===== src/rtl/rv32i_types.sv =====
// RV32I types: stall states, memory operation kinds and core constants
package rv32i_types;

    localparam int XLEN        = 32;
    localparam int STALL_CNT_W = 32;

    localparam logic [XLEN-1:0] RESET_PC = 32'h0000_0100;

    localparam logic [6:0] OPC_LOAD  = 7'b0000011;
    localparam logic [6:0] OPC_STORE = 7'b0100011;

    // Pipeline stall condition
    typedef enum logic [1:0] {
        moving,
        wait_imem,
        wait_dmem,
        imem_dmem
    } stall_state;

    // Memory operation kind of a retired word
    typedef enum logic [1:0] {
        op_none,
        op_load,
        op_store
    } mem_op;

endpackage

===== src/rtl/stall_if.sv =====
// Stall bundle: memory request and response levels with move and stop_fetch
interface stall_if;

    logic imem_req;
    logic imem_resp;
    logic dmem_req;
    logic dmem_resp;
    logic move;
    logic stop_fetch;

    modport fsm (
        input  imem_req, imem_resp, dmem_req, dmem_resp,
        output move, stop_fetch
    );

    modport fetch (
        input  imem_resp, move, stop_fetch,
        output imem_req
    );

    modport mem (
        input  dmem_resp, move,
        output dmem_req
    );

    modport count (
        input  move
    );

endinterface


===== src/rtl/mem_stall_top.sv =====
// Memory-stall front end: fetch, memory stage, stall FSM and stall counter
module mem_stall_top (
    input  logic                                 clk,
    input  logic                                 rst,
    output logic                                 imem_req,
    output logic [rv32i_types::XLEN-1:0]         imem_addr,
    input  logic [rv32i_types::XLEN-1:0]         imem_rdata,
    input  logic                                 imem_resp,
    output logic                                 dmem_req,
    output logic                                 dmem_we,
    output logic [rv32i_types::XLEN-1:0]         dmem_addr,
    output logic [rv32i_types::XLEN-1:0]         dmem_wdata,
    input  logic [rv32i_types::XLEN-1:0]         dmem_rdata,
    input  logic                                 dmem_resp,
    output logic                                 retire_valid,
    output logic [rv32i_types::XLEN-1:0]         retire_pc,
    output rv32i_types::mem_op                   retire_op,
    output logic [rv32i_types::XLEN-1:0]         retire_data,
    output logic [rv32i_types::STALL_CNT_W-1:0]  stall_cycles
);

    logic [rv32i_types::XLEN-1:0] instr;
    logic [rv32i_types::XLEN-1:0] instr_pc;
    logic                         instr_valid;

    stall_if st ();

    assign st.imem_resp = imem_resp;
    assign st.dmem_resp = dmem_resp;
    assign imem_req     = st.imem_req;
    assign dmem_req     = st.dmem_req;

    stall_fsm fsm_i (
        .clk (clk),
        .rst (rst),
        .st  (st.fsm)
    );

    stall_counter counter_i (
        .clk          (clk),
        .rst          (rst),
        .st           (st.count),
        .stall_cycles (stall_cycles)
    );

    fetch_unit fetch_i (
        .clk         (clk),
        .rst         (rst),
        .st          (st.fetch),
        .imem_addr   (imem_addr),
        .imem_rdata  (imem_rdata),
        .instr       (instr),
        .instr_pc    (instr_pc),
        .instr_valid (instr_valid)
    );

    mem_stage mem_i (
        .clk          (clk),
        .rst          (rst),
        .st           (st.mem),
        .instr        (instr),
        .instr_pc     (instr_pc),
        .instr_valid  (instr_valid),
        .dmem_addr    (dmem_addr),
        .dmem_we      (dmem_we),
        .dmem_wdata   (dmem_wdata),
        .dmem_rdata   (dmem_rdata),
        .retire_valid (retire_valid),
        .retire_pc    (retire_pc),
        .retire_op    (retire_op),
        .retire_data  (retire_data)
    );

endmodule


===== src/rtl/mem_stage.sv =====
// Memory stage: load/store decode, data-memory request and retire register
module mem_stage (
    input  logic                          clk,
    input  logic                          rst,
    stall_if.mem                          st,
    input  logic [rv32i_types::XLEN-1:0]  instr,
    input  logic [rv32i_types::XLEN-1:0]  instr_pc,
    input  logic                          instr_valid,
    output logic [rv32i_types::XLEN-1:0]  dmem_addr,
    output logic                          dmem_we,
    output logic [rv32i_types::XLEN-1:0]  dmem_wdata,
    input  logic [rv32i_types::XLEN-1:0]  dmem_rdata,
    output logic                          retire_valid,
    output logic [rv32i_types::XLEN-1:0]  retire_pc,
    output rv32i_types::mem_op            retire_op,
    output logic [rv32i_types::XLEN-1:0]  retire_data
);

    logic                         accept;
    rv32i_types::mem_op           op;
    logic [rv32i_types::XLEN-1:0] addr;

    assign accept = st.move && instr_valid;

    always_comb begin
        op   = rv32i_types::op_none;
        addr = {20'd0, instr[31:20]}; // I-type immediate
        if (instr[6:0] == rv32i_types::OPC_LOAD) begin
            op = rv32i_types::op_load;
        end else if (instr[6:0] == rv32i_types::OPC_STORE) begin
            op   = rv32i_types::op_store;
            addr = {20'd0, instr[31:25], instr[11:7]}; // S-type immediate
        end
    end

    always_ff @(posedge clk) begin
        if (rst) begin
            st.dmem_req  <= 1'b0;
            retire_valid <= 1'b0;
        end else begin
            retire_valid <= 1'b0;
            if (accept && op != rv32i_types::op_none) begin
                st.dmem_req <= 1'b1;
            end else if (accept) begin
                retire_valid <= 1'b1;
            end else if (st.dmem_req && st.dmem_resp) begin
                st.dmem_req  <= 1'b0;
                retire_valid <= 1'b1;
            end
        end
    end

    always_ff @(posedge clk) begin
        if (accept) begin
            dmem_addr   <= addr;
            dmem_we     <= (op == rv32i_types::op_store);
            dmem_wdata  <= instr; // Store writes its own word
            retire_pc   <= instr_pc;
            retire_op   <= op;
            retire_data <= '0;
        end else if (st.dmem_req && st.dmem_resp) begin
            retire_data <= (retire_op == rv32i_types::op_load) ? dmem_rdata : '0;
        end
    end

endmodule


===== src/rtl/fetch_unit.sv =====
// Fetch unit: program counter, instruction request and fetched-word buffer
module fetch_unit (
    input  logic                          clk,
    input  logic                          rst,
    stall_if.fetch                        st,
    output logic [rv32i_types::XLEN-1:0]  imem_addr,
    input  logic [rv32i_types::XLEN-1:0]  imem_rdata,
    output logic [rv32i_types::XLEN-1:0]  instr,
    output logic [rv32i_types::XLEN-1:0]  instr_pc,
    output logic                          instr_valid
);

    logic [rv32i_types::XLEN-1:0] pc;
    logic [rv32i_types::XLEN-1:0] ibuf;
    logic                         ibuf_valid;

    // Last fetched word
    always_ff @(posedge clk) begin
        if (st.imem_req && st.imem_resp) begin
            ibuf <= imem_rdata;
        end
    end

    always_ff @(posedge clk) begin
        if (rst) begin
            pc          <= rv32i_types::RESET_PC;
            st.imem_req <= 1'b1; // First fetch right after reset
            ibuf_valid  <= 1'b0;
        end else begin
            if (st.imem_req && st.imem_resp) begin
                st.imem_req <= 1'b0;
                ibuf_valid  <= 1'b1;
            end
            if (st.move) begin
                ibuf_valid <= 1'b0; // Word handed to the memory stage
                if (!st.stop_fetch) begin
                    pc          <= pc + 32'd4;
                    st.imem_req <= 1'b1;
                end
            end
        end
    end

    assign imem_addr   = pc;
    assign instr       = ibuf;
    assign instr_pc    = pc;
    assign instr_valid = ibuf_valid;

endmodule


===== src/rtl/stall_counter.sv =====
// Stall counter: counts the cycles since reset in which the pipeline held
module stall_counter (
    input  logic                                 clk,
    input  logic                                 rst,
    stall_if.count                               st,
    output logic [rv32i_types::STALL_CNT_W-1:0]  stall_cycles
);

    logic [rv32i_types::STALL_CNT_W-1:0] count;

    always_ff @(posedge clk) begin
        if (rst) begin
            count <= '0;
        end else if (!st.move) begin
            count <= count + 1'b1;
        end
    end

    assign stall_cycles = count;

endmodule


===== src/rtl/stall_fsm.sv =====
// Stall FSM: decides move and stop_fetch from the outstanding memory requests
module stall_fsm (
    input  logic   clk,
    input  logic   rst,
    stall_if.fsm   st
);

    rv32i_types::stall_state prev_state;
    rv32i_types::stall_state curr_state;
    rv32i_types::stall_state next_state;

    logic imem_open; // Request still waiting after this cycle
    logic dmem_open;

    assign imem_open = st.imem_req && !st.imem_resp;
    assign dmem_open = st.dmem_req && !st.dmem_resp;

    always_ff @(posedge clk) begin
        if (rst) begin
            prev_state <= rv32i_types::moving;
            curr_state <= rv32i_types::wait_imem;
        end else begin
            prev_state <= curr_state;
            curr_state <= next_state;
        end
    end

    always_comb begin
        next_state = curr_state;
        case (curr_state)
            rv32i_types::moving: begin
                next_state = rv32i_types::wait_imem; // A new fetch follows every move
            end
            rv32i_types::wait_imem,
            rv32i_types::wait_dmem,
            rv32i_types::imem_dmem: begin
                if (imem_open && dmem_open) begin
                    next_state = rv32i_types::imem_dmem;
                end else if (imem_open) begin
                    next_state = rv32i_types::wait_imem;
                end else if (dmem_open) begin
                    next_state = rv32i_types::wait_dmem;
                end else begin
                    next_state = rv32i_types::moving;
                end
            end
            default: begin
                next_state = rv32i_types::wait_imem;
            end
        endcase
    end

    // Instruction wait just ended while the data access is still running
    assign st.stop_fetch = (curr_state == rv32i_types::wait_dmem) &&
                           ((prev_state == rv32i_types::wait_imem) ||
                            (prev_state == rv32i_types::imem_dmem));

    assign st.move = (curr_state == rv32i_types::moving);

endmodule


===== config.mk =====
export PLATFORM = sky130hd
export DESIGN_NAME = mem_stall_top
export DESIGN_NICKNAME = d
export VERILOG_FILES = /design/src/rtl/rv32i_types.sv /design/src/rtl/stall_if.sv /design/src/rtl/mem_stall_top.sv /design/src/rtl/mem_stage.sv /design/src/rtl/fetch_unit.sv /design/src/rtl/stall_counter.sv /design/src/rtl/stall_fsm.sv
export SDC_FILE = /design/constraint.sdc
export NUM_CORES = 1
export LEC_CHECK = 0
export ABC_CLOCK_PERIOD_IN_PS = 7350
export BUFFER_PORTS_ARGS = -buffer_cell sky130_fd_sc_hd__buf_2
export CAP_MARGIN = 20
export CELL_PAD_IN_SITES_DETAIL_PLACEMENT = 1
export CELL_PAD_IN_SITES_GLOBAL_PLACEMENT = 2
export CORE_ASPECT_RATIO = 1.75
export CORE_MARGIN = 4
export CORE_UTILIZATION = 34
export DETAILED_ROUTE_END_ITERATION = 16
export PLACE_DENSITY = 0.83
export SLEW_MARGIN = 0
export SYNTH_ARGS = -nofsm -noshare
export SYNTH_HDL_FRONTEND = slang
export SYNTH_SLANG_ARGS = --single-unit

===== constraint.sdc =====
create_clock -name clk -period 7.35 [get_ports clk]
set_clock_uncertainty 0.2 [all_clocks]
set_input_delay 1.47 -clock clk [delete_from_list [all_inputs] [get_ports clk]]
set_output_delay 1.47 -clock clk [all_outputs]
set_load 0.01 [all_outputs]

# ---- Word-level counts from Yosys, hierarchy flattened
# Index checks and enable logic that the tools add are counted.
dict set report totals {
  reg_bits 235
  out_inout_bits 198
  input_bits 68
  wordCells 65
}
dict set report classes {
  mux 17
  n_addsub 2
  n_eq_ne 10
  n_reduce_logical 19
  n_bitwise 1
}
# operator count
set ops {}
lappend ops {{$add 32x1->32 const B} 1}
lappend ops {{$add 32x3->32 const B} 1}
lappend ops {{$mux 32} 1}
lappend ops {{$mux 2} 5}
lappend ops {{$mux 5} 2}
lappend ops {{$eq 2x2->1 const B} 4}
lappend ops {{$logic_and 1x1->1} 8}
lappend ops {{$mux 1} 8}
lappend ops {{$eq 7x2->1 const B} 1}
lappend ops {{$eq 7x6->1 const B} 1}
lappend ops {{$eq 2x1->1 const B} 3}
lappend ops {{$pmux 2 s2} 1}
lappend ops {{$reduce_and 2->1} 2}
lappend ops {{$reduce_bool 2->1} 2}
lappend ops {{$reduce_or 2->1} 2}
lappend ops {{$reduce_or 3->1} 1}
lappend ops {{$logic_not 1->1} 2}
lappend ops {{$logic_not 2->1} 1}
lappend ops {{$ne 2x2->1 const B} 1}
lappend ops {{$logic_or 1x1->1} 1}
lappend ops {{$not 1->1} 1}

# ---- Logic depth before layout (Yosys ltp)
dict set report depth {
  word_depth 7
  depth_mapped 7
  ltp_nobuf 5
}

# ---- Cells and area by module
# From an unflattened synthesis, not the netlist that was laid out.
dict set report unflattened {
  cells_unflattened 623
  area_unflattened_um2 7967.6
}
# module cells_each seq_area_each_um2 area_each_um2 instances
set by_module_without_submodules {}
lappend by_module_without_submodules {mem_stage 193 2812.7 3558.4 1}
lappend by_module_without_submodules {fetch_unit 241 1601.5 2735.1 1}
lappend by_module_without_submodules {stall_counter 180 640.6 1564.0 1}
lappend by_module_without_submodules {stall_fsm 9 60.1 110.1 1}

# ---- Worst setup path after synthesis
# Ideal clock, no wire load.
dict set report synth_timing {
  path_kind {register to register}
  startpoint {reg fsm_i.curr_state[1]}
  endpoint {reg mem_i.retire_data[10] (netlist name)}
  setup_ns 0.117
  period_less_slack_ns 4.067
  path_stages_with_launch 8
  n_path_buf 3
  path_slack_ns 3.283
  required_ns 7.033
  t_arrival_ns 3.750
  cell_sequence {dfxtp_1 buf_2 nor2_2 and2_1 clkbuf_1 a21oi_1 clkbuf_1 a22o_1}
}
dict set report synth_between {
  elab_chain_len 2
}
# item line
set synth_lines {}
lappend synth_lines {{start, declared} stall_fsm.sv:9} ;# rv32i_types::stall_state curr_state;
lappend synth_lines {{start signal, assigned} stall_fsm.sv:21} ;# curr_state <= rv32i_types::wait_imem;
lappend synth_lines {{start signal, assigned} stall_fsm.sv:24} ;# curr_state <= next_state;
lappend synth_lines {{$logic_not 2->1} stall_fsm.sv:58} ;# assign st.move = (curr_state == rv32i_types::moving);
lappend synth_lines {{$logic_and 1x1->1} mem_stage.sv:23} ;# assign accept = st.move && instr_valid;
lappend synth_lines {{net mem_i.accept} mem_stage.sv:19} ;# logic accept;
lappend synth_lines {{end signal, assigned} mem_stage.sv:62} ;# retire_data <= (retire_op == rv32i_types::op_load) ? dmem_rdata : '0;
lappend synth_lines {{end, declared} mem_stage.sv:16} ;# output logic [rv32i_types::XLEN-1:0] retire_data
# The timed path passes the listed nets, and every way through them passes these cells.
# A chain may end at the register's enable or synchronous reset.

# ---- Final worst setup path
dict set report layout_timing {
  startpoint {reg fetch_i.pc, in the netlist fetch_i.imem_addr[10]}
  endpoint {out imem_addr[10] (netlist name)}
}
# item line
set layout_lines {}
lappend layout_lines {{start, declared} fetch_unit.sv:13} ;# logic [rv32i_types::XLEN-1:0] pc;
lappend layout_lines {{start signal, assigned} fetch_unit.sv:26} ;# pc <= rv32i_types::RESET_PC;
lappend layout_lines {{start signal, assigned} fetch_unit.sv:37} ;# pc <= pc + 32'd4;
lappend layout_lines {{end, declared} mem_stall_top.sv:6} ;# output logic [rv32i_types::XLEN-1:0] imem_addr,
# No word-level cell between the ends.

==> flow_summary_export.csv <==
group,metric,value,unit
outcome,status,"complete, no violations",
detailed_routing,drc,0,
timing,setup_viol,0,
critical_path,endpoint_kind,"output port",
floorplanning,coreArea,0.0215,mm²
floorplanning,pin_count,266,
placement,globalplace.congestion,0.728,
detailed_routing,num_vias,5497,
critical_path,ff2ff_setup_slack,4.55,ns
yosys,syn-cell-area,0.00745,mm²
global_routing,overflow,0,
critical_path,required,5.68,ns
floorplanning,fp-row-count,71,
floorplanning,dieArea,0.0244,mm²
yosys,avgSynthCellArea,12.8,µm²
timing,worst_pin_slew,1.03,ns
timing,worst_slack,4.45,ns
floorplanning,initial_utilization,34.7,%
worst_hold_path,hp-start,"fetch_i.instr[18]",
yosys,synth.distinct_cells,41,
yosys,synth_top_area_share,40.7,%
yosys,yosysTopAreaCell,"edfxtp_1",
global_routing,grt_pass1_vias,5670,
power,irDropWorstVdd,0.129,mV
flow_run,timing.max_cap.violations,0,
critical_path,cp_num_buf_inv,1,
clock_network,cts.sinks,201,
finish,area_growth,26.4,%
yosys,ys_seq_area_share,67.6,%
critical_path,crit_path_cell_trace,"buf_2",
timing,hold_viol,0,
critical_path,critPathMaxFanout,8,
global_routing,grt_usage,16.1,%
clock_network,clock-root-buffer,"clkbuf_16",
yosys,synth_edf_count,101,
floorplanning,die_h,204,µm
detailed_routing,drt_iter0_markers,320,
critical_path,path_delay_family,"flip-flops",
timing,rsz0062_at_grt,"no",
power,powerDensity,242,mW/mm²
placement,port_buffers,241,
placement,postPlaceCellArea,0.00879,mm²
finish,fin_util,43.8,%
timing,slew_viol_final,0,
global_routing,grt_max_degree,74,
clock_network,worstSkewPairLatency,0.50,ns
critical_path,critPathMaxStageDelay,0.53,ns
clock_network,cts_htree_levels,1,
timing,max_freq,0.345,GHz
critical_path,crit_type,"reg -> out",
yosys,async_flop_share,0,%
yosys,synth_cells,582,
critical_path,rr_endpoint,"fetch_i.imem_addr[26]",
yosys,synth_ff_type,"edfxtp_1",
clock_network,cts_made_buffers,20,
critical_path,critical_path_arrival,1.23,ns
placement,dp_hpwl,14.9,mm
clock_network,clock_path_buffers,3,
clock_network,cts_setup_buffers,0,
detailed_routing,detail-route-antenna-nets,0,
worst_hold_path,worstHoldEndpoint,"mem_i.dmem_wdata[18]",
clock_network,hold_buffers,0,
finish,fillers,2395,
clock_network,cts_tree,"yes",
yosys,synthTopCellsByArea,"edfxtp_1 (41%), dfxtp_1 (27%), a22o_1 (3.8%), buf_4 (3.2%), or4_1 (2.9%)",
power,finalPower,2.28,mW
detailed_routing,post_drt_wl_per_cell,18.3,µm
placement,place_ws,4.42,ns
timing,tns,0,ns
timing,min_period,2.90,ns
timing,maxSlewHeadroom,31.4,%
detailed_routing,via_per_inst,4.91,
worst_hold_path,hold_depth,0,
detailed_routing,wirelength,20.5,mm
finish,layout-drive-gt1-share,34.5,%
finish,fin_nets,884,
floorplanning,fp.dieW,120,µm
yosys,synth_seq_cells,201,
finish,postLayoutCellArea,0.00942,mm²
critical_path,r2r-start,"fsm_i.curr_state[1]",
clock_network,cts-resized-gates,0,
global_routing,grt_pass1_wl,31.7,mm
finish,n_antenna_cell,0,
worst_hold_path,worstHoldPathType,"reg -> reg",
clock_network,clk_pin_slew,0.06,ns
timing,finalCritPeriodShare,39.5,%
global_routing,antenna_found_initial,0,
yosys,synth_warnings,0,
power,leakage,3.71,nW
critical_path,reg2reg_depth,4,
detailed_routing,drtPass1Iterations,4,
critical_path,startpoint_type,"flip-flop",
critical_path,cp_slowest_cell,"dfxtp_1",
==> placed cells by master, fill, tap and decap left out, types with 6 or more instances in the layout <==
| cell | instances |
|---|---|
| edfxtp_1 | 101 |
| nand2_1 | 26 |
| buf_2 | 241 |
| dfxtp_1 | 100 |
| nor2_1 | 21 |
| mux2_2 | 6 |
| o21ai_0 | 22 |
| xnor2_1 | 9 |
| xor2_1 | 11 |
| inv_1 | 10 |
| or4_1 | 29 |
| o31ai_1 | 23 |
| nand3_1 | 15 |
| nand4_1 | 16 |
| clkbuf_16 | 20 |
| conb_1 | 24 |
| or3_1 | 18 |
| a22o_1 | 32 |
| a21oi_1 | 42 |
==> stage by stage <==
| stage | std cells | hold WS [ns] |
|---|---|---|
| finish | 1120 | 0.220 |
| global route | 1120 | 0.223 |
| CTS | 1120 | 0.222 |
| detailed placement | 1084 | 0.206 |
| global placement | 1084 | 0.201 |
| floorplan | 605 | 0.200 |
==> how the worst max path moves through the flow <==
stage | startpoint | endpoint | cells after the start
after floorplan | fsm_i.curr_state[1] | mem_i.retire_data[10] | 7
after global placement | rst | fsm_i.curr_state[1] | 4
after detailed placement | rst | fsm_i.curr_state[1] | 4
after CTS | fetch_i.imem_addr[10] | imem_addr[10] | 1
after global routing | fsm_i.curr_state[1] | fetch_i.imem_addr[26] | 4
final | fetch_i.imem_addr[10] | imem_addr[10] | 1
==> where the power goes <==
group | total (mW) | leakage [nW] | switching (mW) | internal [mW]
Sequential | 1.22 | 1.74 | 0.0134 | 1.20
Clock | 0.986 | 0.293 | 0.433 | 0.553
Combinational | 0.0772 | 1.67 | 0.0490 | 0.0282
Total | 2.28 | 3.71 | 0.495 | 1.78
==> metal layers <==
metal	share of wire [%]	track usage, %
met1	38	18.0
met2	53	30.2
met3	5.8	3.35
met4	2.7	5.16
met5	0	0
==> logic make-up (layout without fill, tap and decap cells) <==
group,Yosys count,in the layout,synth area share [%]
flops,201,201,67.6
compound gates,125,125,11.0
other cells,1,24,0.0503
mux,6,6,0.907
xor+xnor,20,20,2.35
buf+inv,68,291,5.27
fa+ha+maj,2,2,0.336
simple gates,159,159,12.5
==> registers in the layout, indices dropped and copies added, names as in the netlist, 2 cells and up <==
signal,flops
counter_i.stall_cycles,32
fetch_i.instr,32
mem_i.retire_data,32
fetch_i.imem_addr,30
mem_i.retire_pc,30
mem_i.dmem_wdata,26
mem_i.dmem_addr,11
fsm_i.curr_state,2
==> cell type report <==
class                           instances  area (µm²)  share of cell area (%)
Tap cell                              292         365                    3.88
Clock inverter                         10        95.1                    1.01
Timing Repair Buffer                  245        1240                    13.1
Sequential cell                       201        5030                    53.4
Inverter                               10        37.5                   0.398
Multi-Input combinational cell        336        2120                    22.5
Clock buffer                           26         533                    5.66
==> synth_stat cells (2+ instances only) <==
master,number
buf_2,2
ha_1,2
and2_1,4
inv_1,10
a21oi_1,43
buf_6,2
buf_4,32
clkbuf_1,22
or4_1,29
or3_1,18
o31ai_1,23
mux2_2,6
dfxtp_1,100
nor2b_1,2
a22o_1,32
nand3_1,15
xnor2_1,9
o2111ai_1,2
nand2_1,26
o21ai_0,22
and3_1,4
nand4_1,16
and4_1,5
nor3_1,4
edfxtp_1,101
nor4_1,5
nor2_1,22
xor2_1,11
(Power assumes the default switching activity.)
